[src/logic/sem_mon_pkg.sv]
`default_nettype none

package sem_mon_pkg;

	////////////////////////////////////////
	// Monitor text stream
	////////////////////////////////////////
	localparam int WINDOW_CHARS = 9;                    // Chars held for token search
	localparam int HEX_DIGITS   = 6;                    // Address digits per report
	localparam int TOKEN_CHARS  = 3;                    // Every token is three chars

	typedef logic [7:0]                mon_char_t;      // One ASCII char
	typedef logic [WINDOW_CHARS*8-1:0] mon_window_t;    // Newest char in low byte
	typedef logic [TOKEN_CHARS*8-1:0]  mon_token_t;

	localparam mon_window_t WINDOW_BLANK = {WINDOW_CHARS{" "}};

	// Report tokens seen in the window
	localparam mon_token_t TOK_SED = "SED";             // Tail of single error report
	localparam mon_token_t TOK_DED = "DED";             // Tail of double error report
	localparam mon_token_t TOK_PA  = "PA ";             // Head of physical address
	localparam mon_token_t TOK_LA  = "LA ";             // Head of linear address

	// One-cycle parser events
	typedef struct packed {
		logic sed;
		logic ded;
		logic load_pa;
		logic load_la;
	} report_evt_t;

	////////////////////////////////////////
	// Command queue toward the controller
	////////////////////////////////////////
	localparam int CMD_DEPTH  = 16;
	localparam int CMD_ADDR_W = $clog2(CMD_DEPTH);
	localparam int CMD_PTR_W  = CMD_ADDR_W + 1;         // Extra bit tells full from empty

	typedef logic [7:0]           cmd_byte_t;
	typedef logic [CMD_PTR_W-1:0] cmd_ptr_t;

	typedef enum logic {SRC_JTAG, SRC_CON} cmd_src_t;   // Who owns the command path

endpackage

`default_nettype wire

[src/logic/sem_reg_pkg.sv]
`default_nettype none

package sem_reg_pkg;

	////////////////////////////////////////
	// Host visible register widths
	////////////////////////////////////////
	localparam int FAR_W        = 24;   // Frame address
	localparam int ERR_CNT_W    = 8;    // Each error counter
	localparam int STATUS_PAD_W = 6;    // Unused top of status word

	typedef logic [FAR_W-1:0]     far_t;
	typedef logic [ERR_CNT_W-1:0] err_cnt_t;

	// Controller state flags, initialization at bit 0
	typedef struct packed {
		logic uncorrectable;    // Bit 6
		logic essential;
		logic injection;
		logic classification;
		logic correction;
		logic observation;
		logic initialization;   // Bit 0
	} core_status_t;

	////////////////////////////////////////
	// Status word, 16 bits
	////////////////////////////////////////
	typedef struct packed {
		logic [STATUS_PAD_W-1:0] pad;      // Always zero
		logic                    dbl_err;  // Bit 9, sticky
		logic                    crc_err;  // Bit 8
		logic                    rsvd;     // Bit 7, zero
		core_status_t            core;     // Bits 6..0
	} sem_status_t;

	// Error counters, double count in upper byte
	typedef struct packed {
		err_cnt_t dbl;
		err_cnt_t sngl;
	} err_counts_t;

endpackage

`default_nettype wire

[src/logic/cmd_queue.sv]
`default_nettype none
`timescale 1ns/1ps

module cmd_queue (
	input  wire logic                   CLK40,
	input  wire logic                   RST,
	input  wire logic                   jtag_take_i,    // JTAG takes the command path
	input  wire logic                   jtag_send_i,    // One-cycle send pulse
	input  wire sem_mon_pkg::cmd_byte_t jtag_cmd_i,
	input  wire logic                   con_take_i,     // Console takes the command path
	input  wire logic                   con_send_i,
	input  wire sem_mon_pkg::cmd_byte_t con_cmd_i,
	input  wire logic                   mon_rxread_i,   // Controller pops a byte
	output sem_mon_pkg::cmd_byte_t      mon_rxdata_o,   // Oldest byte, FWFT
	output logic                        mon_rxempty_o
);
	import sem_mon_pkg::*;

	cmd_src_t  src_q;
	cmd_byte_t mem [CMD_DEPTH];
	cmd_ptr_t  wr_ptr_q;
	cmd_ptr_t  rd_ptr_q;
	cmd_byte_t wr_data;
	logic      send;
	logic      empty;
	logic      full;
	logic      wr_en;
	logic      rd_en;

	////////////////////////////////////////
	// Source select
	////////////////////////////////////////

	// Console wins when both take at once
	always_ff @(posedge CLK40 or posedge RST) begin
		if (RST) begin
			src_q <= SRC_JTAG;
		end else if (con_take_i) begin
			src_q <= SRC_CON;
		end else if (jtag_take_i) begin
			src_q <= SRC_JTAG;
		end
	end

	assign send    = (src_q == SRC_CON) ? con_send_i : jtag_send_i;  // Other source ignored
	assign wr_data = (src_q == SRC_CON) ? con_cmd_i  : jtag_cmd_i;

	////////////////////////////////////////
	// Circular buffer
	////////////////////////////////////////

	// Same address, wrap bits differ means full
	assign empty = (wr_ptr_q == rd_ptr_q);
	assign full  = (wr_ptr_q[CMD_ADDR_W] != rd_ptr_q[CMD_ADDR_W]) &&
		(wr_ptr_q[CMD_ADDR_W-1:0] == rd_ptr_q[CMD_ADDR_W-1:0]);

	assign wr_en = send && !full;               // Overflow bytes are lost
	assign rd_en = mon_rxread_i && !empty;      // Pop on empty ignored

	always_ff @(posedge CLK40) begin
		if (wr_en)
			mem[wr_ptr_q[CMD_ADDR_W-1:0]] <= wr_data;
	end

	always_ff @(posedge CLK40 or posedge RST) begin
		if (RST) begin
			wr_ptr_q <= '0;
			rd_ptr_q <= '0;
		end else begin
			if (wr_en) wr_ptr_q <= wr_ptr_q + cmd_ptr_t'(1);
			if (rd_en) rd_ptr_q <= rd_ptr_q + cmd_ptr_t'(1);
		end
	end

	// Head of queue shown while not empty
	assign mon_rxdata_o  = mem[rd_ptr_q[CMD_ADDR_W-1:0]];
	assign mon_rxempty_o = empty;

endmodule

`default_nettype wire

[src/logic/err_tally.sv]
`default_nettype none
`timescale 1ns/1ps

module err_tally (
	input  wire logic                     CLK40,
	input  wire logic                     RST,
	input  wire sem_mon_pkg::report_evt_t evt_i,        // sed and ded used here
	input  wire logic                     cnt_clear_i,  // Zero both counters
	input  wire logic                     ded_clear_i,  // Drop the sticky flag
	output sem_reg_pkg::err_counts_t      counts_o,     // {dbl, sngl}
	output logic                          dbl_err_o     // Sticky double error
);
	import sem_reg_pkg::*;

	err_counts_t counts_q;
	logic        dbl_err_q;

	////////////////////////////////////////
	// Error counters
	////////////////////////////////////////

	// Both wrap at 255, clear wins over a same-cycle event
	always_ff @(posedge CLK40 or posedge RST) begin
		if (RST) begin
			counts_q <= '0;
		end else if (cnt_clear_i) begin
			counts_q <= '0;
		end else begin
			if (evt_i.sed)
				counts_q.sngl <= counts_q.sngl + err_cnt_t'(1);  // Single error report
			if (evt_i.ded)
				counts_q.dbl <= counts_q.dbl + err_cnt_t'(1);    // Double error report
		end
	end

	////////////////////////////////////////
	// Sticky double error flag
	////////////////////////////////////////
	always_ff @(posedge CLK40 or posedge RST) begin
		if (RST) begin
			dbl_err_q <= 1'b0;
		end else if (ded_clear_i) begin
			dbl_err_q <= 1'b0;      // Host ack beats a new DED
		end else if (evt_i.ded) begin
			dbl_err_q <= 1'b1;
		end
	end

	// Counter clear leaves the flag alone, flag clear leaves the counts alone
	assign counts_o  = counts_q;
	assign dbl_err_o = dbl_err_q;

endmodule

`default_nettype wire

[src/logic/far_capture.sv]
`default_nettype none
`timescale 1ns/1ps

module far_capture (
	input  wire logic                     CLK40,
	input  wire logic                     RST,
	input  wire sem_mon_pkg::mon_window_t window_i,     // Char window from parser
	input  wire sem_mon_pkg::report_evt_t evt_i,        // Load events used here
	input  wire logic                     ded_clear_i,  // Host clear of both addresses
	output sem_reg_pkg::far_t             far_pa_o,     // Physical frame address
	output sem_reg_pkg::far_t             far_la_o      // Linear frame address
);
	import sem_mon_pkg::*;
	import sem_reg_pkg::*;

	far_t conv_d;       // Digits as nibbles, combinational
	far_t conv_q;       // Captured with the load event
	logic load_pa_q;
	logic load_la_q;
	far_t far_pa_q;
	far_t far_la_q;

	// Upper case hex char to nibble, 'A' is 8'h41 so low nibble plus nine
	function automatic logic [3:0] hex_nibble(input mon_char_t c);
		return c[6] ? c[3:0] + 4'd9 : c[3:0];
	endfunction

	////////////////////////////////////////
	// Digit conversion
	////////////////////////////////////////
	always_comb begin
		for (int i = 0; i < HEX_DIGITS; i++) begin
			conv_d[i*4 +: 4] = hex_nibble(window_i[i*8 +: 8]);  // Newest char lowest
		end
	end

	always_ff @(posedge CLK40) begin
		if (evt_i.load_pa || evt_i.load_la)
			conv_q <= conv_d;
	end

	// Delay the loads to line up with conv_q
	always_ff @(posedge CLK40 or posedge RST) begin
		if (RST) begin
			load_pa_q <= 1'b0;
			load_la_q <= 1'b0;
		end else begin
			load_pa_q <= evt_i.load_pa;
			load_la_q <= evt_i.load_la;
		end
	end

	////////////////////////////////////////
	// Address registers
	////////////////////////////////////////
	always_ff @(posedge CLK40 or posedge RST) begin
		if (RST) begin
			far_pa_q <= '0;
			far_la_q <= '0;
		end else begin
			if (load_pa_q) far_pa_q <= conv_q;      // Load beats clear
			else if (ded_clear_i) far_pa_q <= '0;
			if (load_la_q) far_la_q <= conv_q;
			else if (ded_clear_i) far_la_q <= '0;
		end
	end

	assign far_pa_o = far_pa_q;
	assign far_la_o = far_la_q;

endmodule

`default_nettype wire

[src/logic/sem_monitor_top.sv]
`default_nettype none
`timescale 1ns/1ps

module sem_monitor_top (
	input  wire logic                       CLK40,
	input  wire logic                       RST,
	// Monitor stream out of the controller
	input  wire sem_mon_pkg::mon_char_t     mon_txdata_i,
	input  wire logic                       mon_txwrite_i,
	// Controller flags
	input  wire sem_reg_pkg::core_status_t  core_status_i,
	input  wire logic                       crc_err_i,
	// JTAG register block
	input  wire logic                       jtag_take_i,
	input  wire logic                       jtag_send_i,
	input  wire sem_mon_pkg::cmd_byte_t     jtag_cmd_i,
	// Debug console
	input  wire logic                       con_take_i,
	input  wire logic                       con_send_i,
	input  wire sem_mon_pkg::cmd_byte_t     con_cmd_i,
	input  wire logic                       mon_rxread_i,
	input  wire logic                       cnt_clear_i,  // Zero error counters
	input  wire logic                       ded_clear_i,  // Clear flag and addresses
	output sem_reg_pkg::far_t               far_pa_o,
	output sem_reg_pkg::far_t               far_la_o,
	output sem_reg_pkg::err_counts_t        err_cnt_o,
	output sem_reg_pkg::sem_status_t        status_o,
	// Monitor receive port into the controller
	output sem_mon_pkg::cmd_byte_t          mon_rxdata_o,
	output logic                            mon_rxempty_o
);
	import sem_mon_pkg::*;

	mon_window_t window;
	report_evt_t evt;
	logic        dbl_err;

	////////////////////////////////////////
	// Report decode
	////////////////////////////////////////
	sem_report_parser sem_report_parser_i (
		.CLK40(CLK40), .RST(RST),
		.mon_txdata_i(mon_txdata_i), .mon_txwrite_i(mon_txwrite_i),
		.window_o(window), .evt_o(evt)
	);

	far_capture far_capture_i (
		.CLK40(CLK40), .RST(RST),
		.window_i(window), .evt_i(evt), .ded_clear_i(ded_clear_i),
		.far_pa_o(far_pa_o), .far_la_o(far_la_o)
	);

	err_tally err_tally_i (
		.CLK40(CLK40), .RST(RST),
		.evt_i(evt), .cnt_clear_i(cnt_clear_i), .ded_clear_i(ded_clear_i),
		.counts_o(err_cnt_o), .dbl_err_o(dbl_err)
	);

	////////////////////////////////////////
	// Commands to the controller
	////////////////////////////////////////
	cmd_queue cmd_queue_i (
		.CLK40(CLK40), .RST(RST),
		.jtag_take_i(jtag_take_i), .jtag_send_i(jtag_send_i), .jtag_cmd_i(jtag_cmd_i),
		.con_take_i(con_take_i), .con_send_i(con_send_i), .con_cmd_i(con_cmd_i),
		.mon_rxread_i(mon_rxread_i),
		.mon_rxdata_o(mon_rxdata_o), .mon_rxempty_o(mon_rxempty_o)
	);

	// Status word for the JTAG registers
	always_comb begin
		status_o         = '0;              // Pad and reserved bits stay zero
		status_o.core    = core_status_i;   // Bits 6..0
		status_o.crc_err = crc_err_i;       // Bit 8
		status_o.dbl_err = dbl_err;         // Bit 9
	end

endmodule

`default_nettype wire

[src/logic/sem_report_parser.sv]
`default_nettype none
`timescale 1ns/1ps

module sem_report_parser (
	input  wire logic                   CLK40,
	input  wire logic                   RST,
	input  wire sem_mon_pkg::mon_char_t mon_txdata_i,   // Monitor byte from controller
	input  wire logic                   mon_txwrite_i,  // Byte valid strobe
	output sem_mon_pkg::mon_window_t    window_o,       // Last nine chars
	output sem_mon_pkg::report_evt_t    evt_o           // One-cycle token events
);
	import sem_mon_pkg::*;

	mon_window_t window_q;
	mon_token_t  head;      // Three oldest chars
	mon_token_t  tail;      // Three newest chars
	report_evt_t hit;       // Token present now
	report_evt_t hit_q;     // Token present last cycle

	////////////////////////////////////////
	// Character window
	////////////////////////////////////////

	// No back-pressure on the monitor stream, every strobed byte lands here
	always_ff @(posedge CLK40 or posedge RST) begin
		if (RST) begin
			window_q <= WINDOW_BLANK;   // Spaces, matches no token
		end else if (mon_txwrite_i) begin
			// Shift up one char, new one in the low byte
			window_q <= {window_q[(WINDOW_CHARS-1)*8-1:0], mon_txdata_i};
		end
	end

	assign window_o = window_q;

	////////////////////////////////////////
	// Token match
	////////////////////////////////////////
	assign head = window_q[WINDOW_CHARS*8-1 -: TOKEN_CHARS*8];
	assign tail = window_q[TOKEN_CHARS*8-1:0];

	always_comb begin
		hit         = '0;
		hit.sed     = (tail == TOK_SED);    // Report ends with SED
		hit.ded     = (tail == TOK_DED);    // Report ends with DED
		// Address tokens sit HEX_DIGITS chars back, so all digits are in
		hit.load_pa = (head == TOK_PA);
		hit.load_la = (head == TOK_LA);
	end

	// Previous match state per token
	always_ff @(posedge CLK40 or posedge RST) begin
		if (RST) begin
			hit_q <= '0;
		end else begin
			hit_q <= hit;
		end
	end

	////////////////////////////////////////
	// Event pulses
	////////////////////////////////////////

	// Rising edge of each match
	// A token that lingers while idle cycles pass fires only once
	// Shifted away and back in again gives a new pulse
	assign evt_o = report_evt_t'(hit & ~hit_q);

endmodule

`default_nettype wire

[config.mk]
export PLATFORM = sky130hd
export DESIGN_NAME = sem_monitor_top
export DESIGN_NICKNAME = d
export VERILOG_FILES = /design/src/logic/sem_mon_pkg.sv /design/src/logic/sem_reg_pkg.sv /design/src/logic/cmd_queue.sv /design/src/logic/err_tally.sv /design/src/logic/far_capture.sv /design/src/logic/sem_monitor_top.sv /design/src/logic/sem_report_parser.sv
export SDC_FILE = /design/constraint.sdc
export NUM_CORES = 1
export LEC_CHECK = 0
export BUFFER_PORTS_ARGS = -buffer_cell sky130_fd_sc_hd__buf_2
export CAP_MARGIN = 10
export CORE_UTILIZATION = 55
export CTS_CLUSTER_DIAMETER = 30
export DETAILED_ROUTE_END_ITERATION = 6
export PLACE_DENSITY = 0.72
export SYNTH_ARGS = -nofsm -noshare
export SYNTH_HDL_FRONTEND = slang
export SYNTH_SLANG_ARGS = --single-unit
[constraint.sdc]
create_clock -name CLK40 -period 6.22 [get_ports CLK40]
set_clock_uncertainty 0.1 [all_clocks]
set_input_delay 1.555 -clock CLK40 [delete_from_list [all_inputs] [get_ports CLK40]]
set_output_delay 1.555 -clock CLK40 [all_outputs]
set_load 0.02 [all_outputs]
Word-level counts from Yosys, hierarchy flattened
Memories as Yosys holds them, arrays and structs flattened.
Cells that the tools add are included.
Word-level totals
  register bits after elaboration: 178
  RAM bits: 128
  output and inout port bits: 89
  memories: 1
Operators by class
  reduce and logical (&&, ||, !) cells: 12
  mux-type cells: 20
  equal/unequal tests: 7
  bitwise logic cells: 2
  add/sub/neg operators: 10
Memory list
  cmd_queue_i.mem: depth 16, width 8, read ports 1, clocked after memory_dff 0, wr ports 1, RTL line cmd_queue.sv:20  | cmd_byte_t mem [CMD_DEPTH];
Operator list (count)
  == test 24 x 23 -> 1 bit (second input constant): 4
  two-way mux 24 bit: 3
  adder 4 bit (second input constant): 6
  two-way mux 4 bit: 6
  two-way mux 8 bit: 3
  adder 8 x 1 -> 8 bit (second input constant): 2
  two-way mux 16 bit: 1
  nonzero test 2 bit: 6
  adder 5 x 1 -> 5 bit (second input constant): 2
  two-way mux 1 bit: 7
  == test 5 bit: 1
  AND 4 bit: 1
  == test 4 bit: 1
  inverter 4 bit: 1
  logical AND 1 bit: 3
  zero test 1 bit: 2
  logical OR 1 bit: 1
  inequality test 1 bit: 1

Logic depth before layout (Yosys ltp)
  depth in word-level cells: 6
  gate-level depth with buffers: 8
  gate-level depth less buffers: 6

By module
Synthesis repeated with hierarchy kept, for this count alone.
Unflattened totals
  cell total of the unflattened synthesis: 815
  area, all modules: 12763.5 um^2
Modules (own cells, without submodules)
  cmd_queue: cells each 287, times used 1, seq. area each 4119.0 um^2, area an instance 5729.2 um^2
  far_capture: cells each 248, times used 1, seq. area each 1971.9 um^2, area an instance 3129.3 um^2
  sem_report_parser: cells each 185, times used 1, seq. area each 1913.1 um^2, area an instance 2984.1 um^2
  err_tally: cells each 78, times used 1, seq. area each 425.4 um^2, area an instance 797.0 um^2
  sem_monitor_top: cells each 17, times used 1, seq. area each 0.0 um^2, area an instance 123.9 um^2

Worst setup path after synthesis
Ideal clock, no wire load.
  path type: flip-flop to output port
  from: register cmd_queue_i.rd_ptr_q[0]
  to: output port mon_rxdata_o[0]
  path slack: 2.796 ns
  required time: 4.565 ns
  arrival: 1.769 ns
  cell stages (with the launch flop): 7
  cells stage by stage: dfrtp_1 > buf_2 > buf_4 > buf_4 > mux4_2 > nand2_1 > a31oi_1
Between the ends
  word-level cells in the longest chain between the ends: 1
RTL lines
  from (decl): RTL line cmd_queue.sv:22  | cmd_ptr_t rd_ptr_q;
  from (signal assigned): RTL line cmd_queue.sv:71  | if (rd_en) rd_ptr_q <= rd_ptr_q + cmd_ptr_t'(1);
  memory read (16 x 8 bit)
  to (decl): RTL line sem_monitor_top.sv:29  | output sem_mon_pkg::cmd_byte_t mon_rxdata_o,
Every way passes these cells.

Worst setup path in the final report
Ends and elaborated chain as after synthesis.

==> results.json <==
{
  "yosysSeqAreaShare_pct": 66.6,
  "maxSlewViolCount": 0,
  "grt_pass1_wl_um": 41600,
  "p_sw_w": 0.00188,
  "cts_made_buffers": 56,
  "syn_area_sq_mm": 0.0127,
  "p_leak_nw": 6.27,
  "nets": 987,
  "grt_overflow": 0,
  "routed_wirelength_um": 26400,
  "placed_area_sq_mm": 0.0133,
  "required_ns": 4.57,
  "post_cts_buffers": 0,
  "grt_max_degree": 117,
  "drt-pass1-iter-count": 5,
  "setup_tns_ns": 0,
  "via_per_inst": 5.78,
  "coreArea_sq_mm": 0.0226,
  "io-pin-count": 131,
  "rsz0062_at_grt": "no",
  "area_delta_synth_final_pct": 20.2,
  "netlist_instances": 813,
  "fin_area_sq_mm": 0.0152,
  "die-area_sq_mm": 0.0236,
  "power_density_mw_per_mm2": 447,
  "worstSetupStartpointType": "register",
  "setup_viol": 0,
  "fp.dieW_um": 154,
  "combPwrFrac_pct": 16.5,
  "cts_resized": 0,
  "tightest_slew_ns": 1.14,
  "relSlewSlack_pct": 24.1,
  "hold_buffers": 0,
  "drive_gt1_share_pct": 35.1,
  "antenna_found_initial": 0,
  "finalHoldViolCount": 0,
  "utilization_pct": 67.4,
  "grt_pass1_vias": 7615,
  "cts.sinks": 306,
  "drc": 0,
  "p_int_w": 0.00492,
  "hpwl_um": 16100,
  "fin_crit_ns": 4.58,
  "synth.top_cell.area_share_pct": 36.1,
  "clock_path_buffers": 3,
  "clkPwrFrac_pct": 43.4,
  "crit_fanout": 30,
  "port_buffers": 107,
  "syn_avg_cell_area_sq_um": 15.6,
  "switching_share_pct": 27.7,
  "gp_congestion": 0.765,
  "seqPwrFrac_pct": 40.2,
  "status": "finished clean",
  "synthFlopType": "edfxtp_1",
  "htreeDepth": 2,
  "track_usage_pct": 22.9,
  "rows": 55,
  "cp-end-kind": "output pin",
  "synth_warnings": 0,
  "ys_ff_latch": 306,
  "cts_tree": "done",
  "insertion_delay_ns": 0.55,
  "yosysMostFrequentCell": "edfxtp_1",
  "synth_top_cell_by_area": "edfxtp_1",
  "wl_per_cell_um": 20.9,
  "yosysUniqueCellTypes": 51,
  "drtAntennaViolNets": 0,
  "async_flop_share_pct": 50.3,
  "initial_core_util_pct": 56.1,
  "via_count": 7297,
  "clock.fmax_mhz": 218,
  "fill_cells": 1568,
  "cts_root_buffer": "clkbuf_16",
  "synth_commonest_cells": "edfxtp_1 (152), dfrtp_1 (145), mux2_2 (79)",
  "synth_edf_count": 152,
  "netlist_top_cells_area": "edfxtp_1 (36%), dfrtp_1 (29%), mux2_2 (7.0%)",
  "clkTransAtPathRegs_ns": 0.05,
  "hold_path_class": "reg2reg",
  "crit_arrival_ns": 2.92,
  "max-vdd-ir-drop_uv": 251,
  "period_share_pct": 73.6,
  "cap_violations": 0,
  "antennaDiodeCount": 0,
  "die_h_um": 154,
  "crit_type": "reg2out",
  "dr.first_iter.drc_count": 437
}
==> routing by layer <==
layer / GRT usage [%] / routed length, um / part of all wire, % / vias to the layer above
met5: 0 / 0 / 0 / -
met4: 8.33 / 586 / 2.2 / 0
met3: 3.95 / 904 / 3.4 / 48
met2: 39.3 / 13800 / 52 / 175
met1: 29.5 / 11100 / 42 / 3759
li1: - / - / - / 3315
==> kinds of logic after synthesis <==
family / after synthesis / synth area share [%]
and+or+nand+nor: 152 / 7.11
adders and majority gates: 16 / 1.58
xor gates and xnor gates: 32 / 2.21
AOI/OAI and AO/OA: 115 / 6.53
other: 1 / 0.0296
muxes: 113 / 12.9
buffers and inverters: 78 / 3.03
DFF: 306 / 66.6
==> final timing paths <==
| check | start | to | slack [ns] | depth (start not counted) |
|---|---|---|---|---|
| min in group asynchronous | RST | far_capture_i.far_la_o[11] | 1.16 | 2 |
| max | cmd_queue_i.rd_ptr_q[0] | mon_rxdata_o[0] | 1.64 | 5 |
| max in group asynchronous | RST | sem_report_parser_i.window_o[32] | 3.76 | 3 |
| min reg2reg | sem_report_parser_i.hit_q[0] | far_capture_i.load_la_q | 0.34 | 1 |
| max reg2reg | cmd_queue_i.rd_ptr_q[2] | cmd_queue_i.mem[5][2] | 2.96 | 4 |
| min | sem_report_parser_i.hit_q[0] | far_capture_i.load_la_q | 0.34 | 1 |
==> stage by stage <==
step	setup slack [ns]	hold slack (ns)	power [W]	std cells
floorplan	0.430	0.312	0.00357	819
global placement	2.19	0.331	0.00384	1156
detailed placement	2.14	0.336	0.00389	1156
CTS	1.54	0.342	0.00686	1262
global route	1.40	0.356	0.00707	1262
finish	1.64	0.342	0.00680	1262
==> critical path, cell delays in order (launching register included) <==
cell      delay (ns)
dfrtp_2         0.99
mux4_2          0.59
nor2b_1         0.14
a211oi_1        0.27
a31oi_1         0.12
buf_2           0.24
==> state kept, by name, indices dropped and copies added (netlist names) <==
name,count
cmd_queue_i.mem,128
sem_report_parser_i.window_o,72
err_tally_i.counts_o,16
far_capture_i.far_la_o,24
far_capture_i.far_pa_o,24
cmd_queue_i.src_q,1
far_capture_i.load_pa_q,1
cmd_queue_i.wr_ptr_q,5
sem_report_parser_i.hit_q,4
far_capture_i.load_la_q,1
cmd_queue_i.rd_ptr_q,5
err_tally_i.dbl_err_o,1
far_capture_i.conv_q,24
==> power by group through the flow <==
stage / logic [W] / clock network (W) / registers (W)
2_1_floorplan: 0.000999 / 0 / 0.00257
3_3_place_gp: 0.00109 / 0 / 0.00275
3_5_place_dp: 0.00112 / 0 / 0.00276
4_1_cts: 0.00113 / 0.00299 / 0.00274
5_1_grt: 0.00122 / 0.00308 / 0.00277
6_report: 0.00112 / 0.00295 / 0.00273
==> cells in the final DEF, fill, tap and decap left out, types with 13 or more instances in the layout <==
cell type	instances
a21oi_1	21
inv_1	13
buf_2	107
a22o_1	44
xor2_1	17
nand2_1	46
xnor2_1	15
ha_1	16
o21ai_0	13
and3_1	16
dfrtp_1	144
mux2_2	79
clkbuf_16	57
mux4_2	32
edfxtp_1	152
==> cell type report <==
cell class              count  area, sq um  area share [%]
clock inverters            32          315            2.07
flip-flops and latches    306         8430            55.4
inverters                  14         57.6           0.378
multi-input cells         435         3880            25.5
clock buffers              74         1570            10.3
repair buffers            116          603            3.97
well taps                 285          357            2.34
Power figures use the tool's default switching activity.
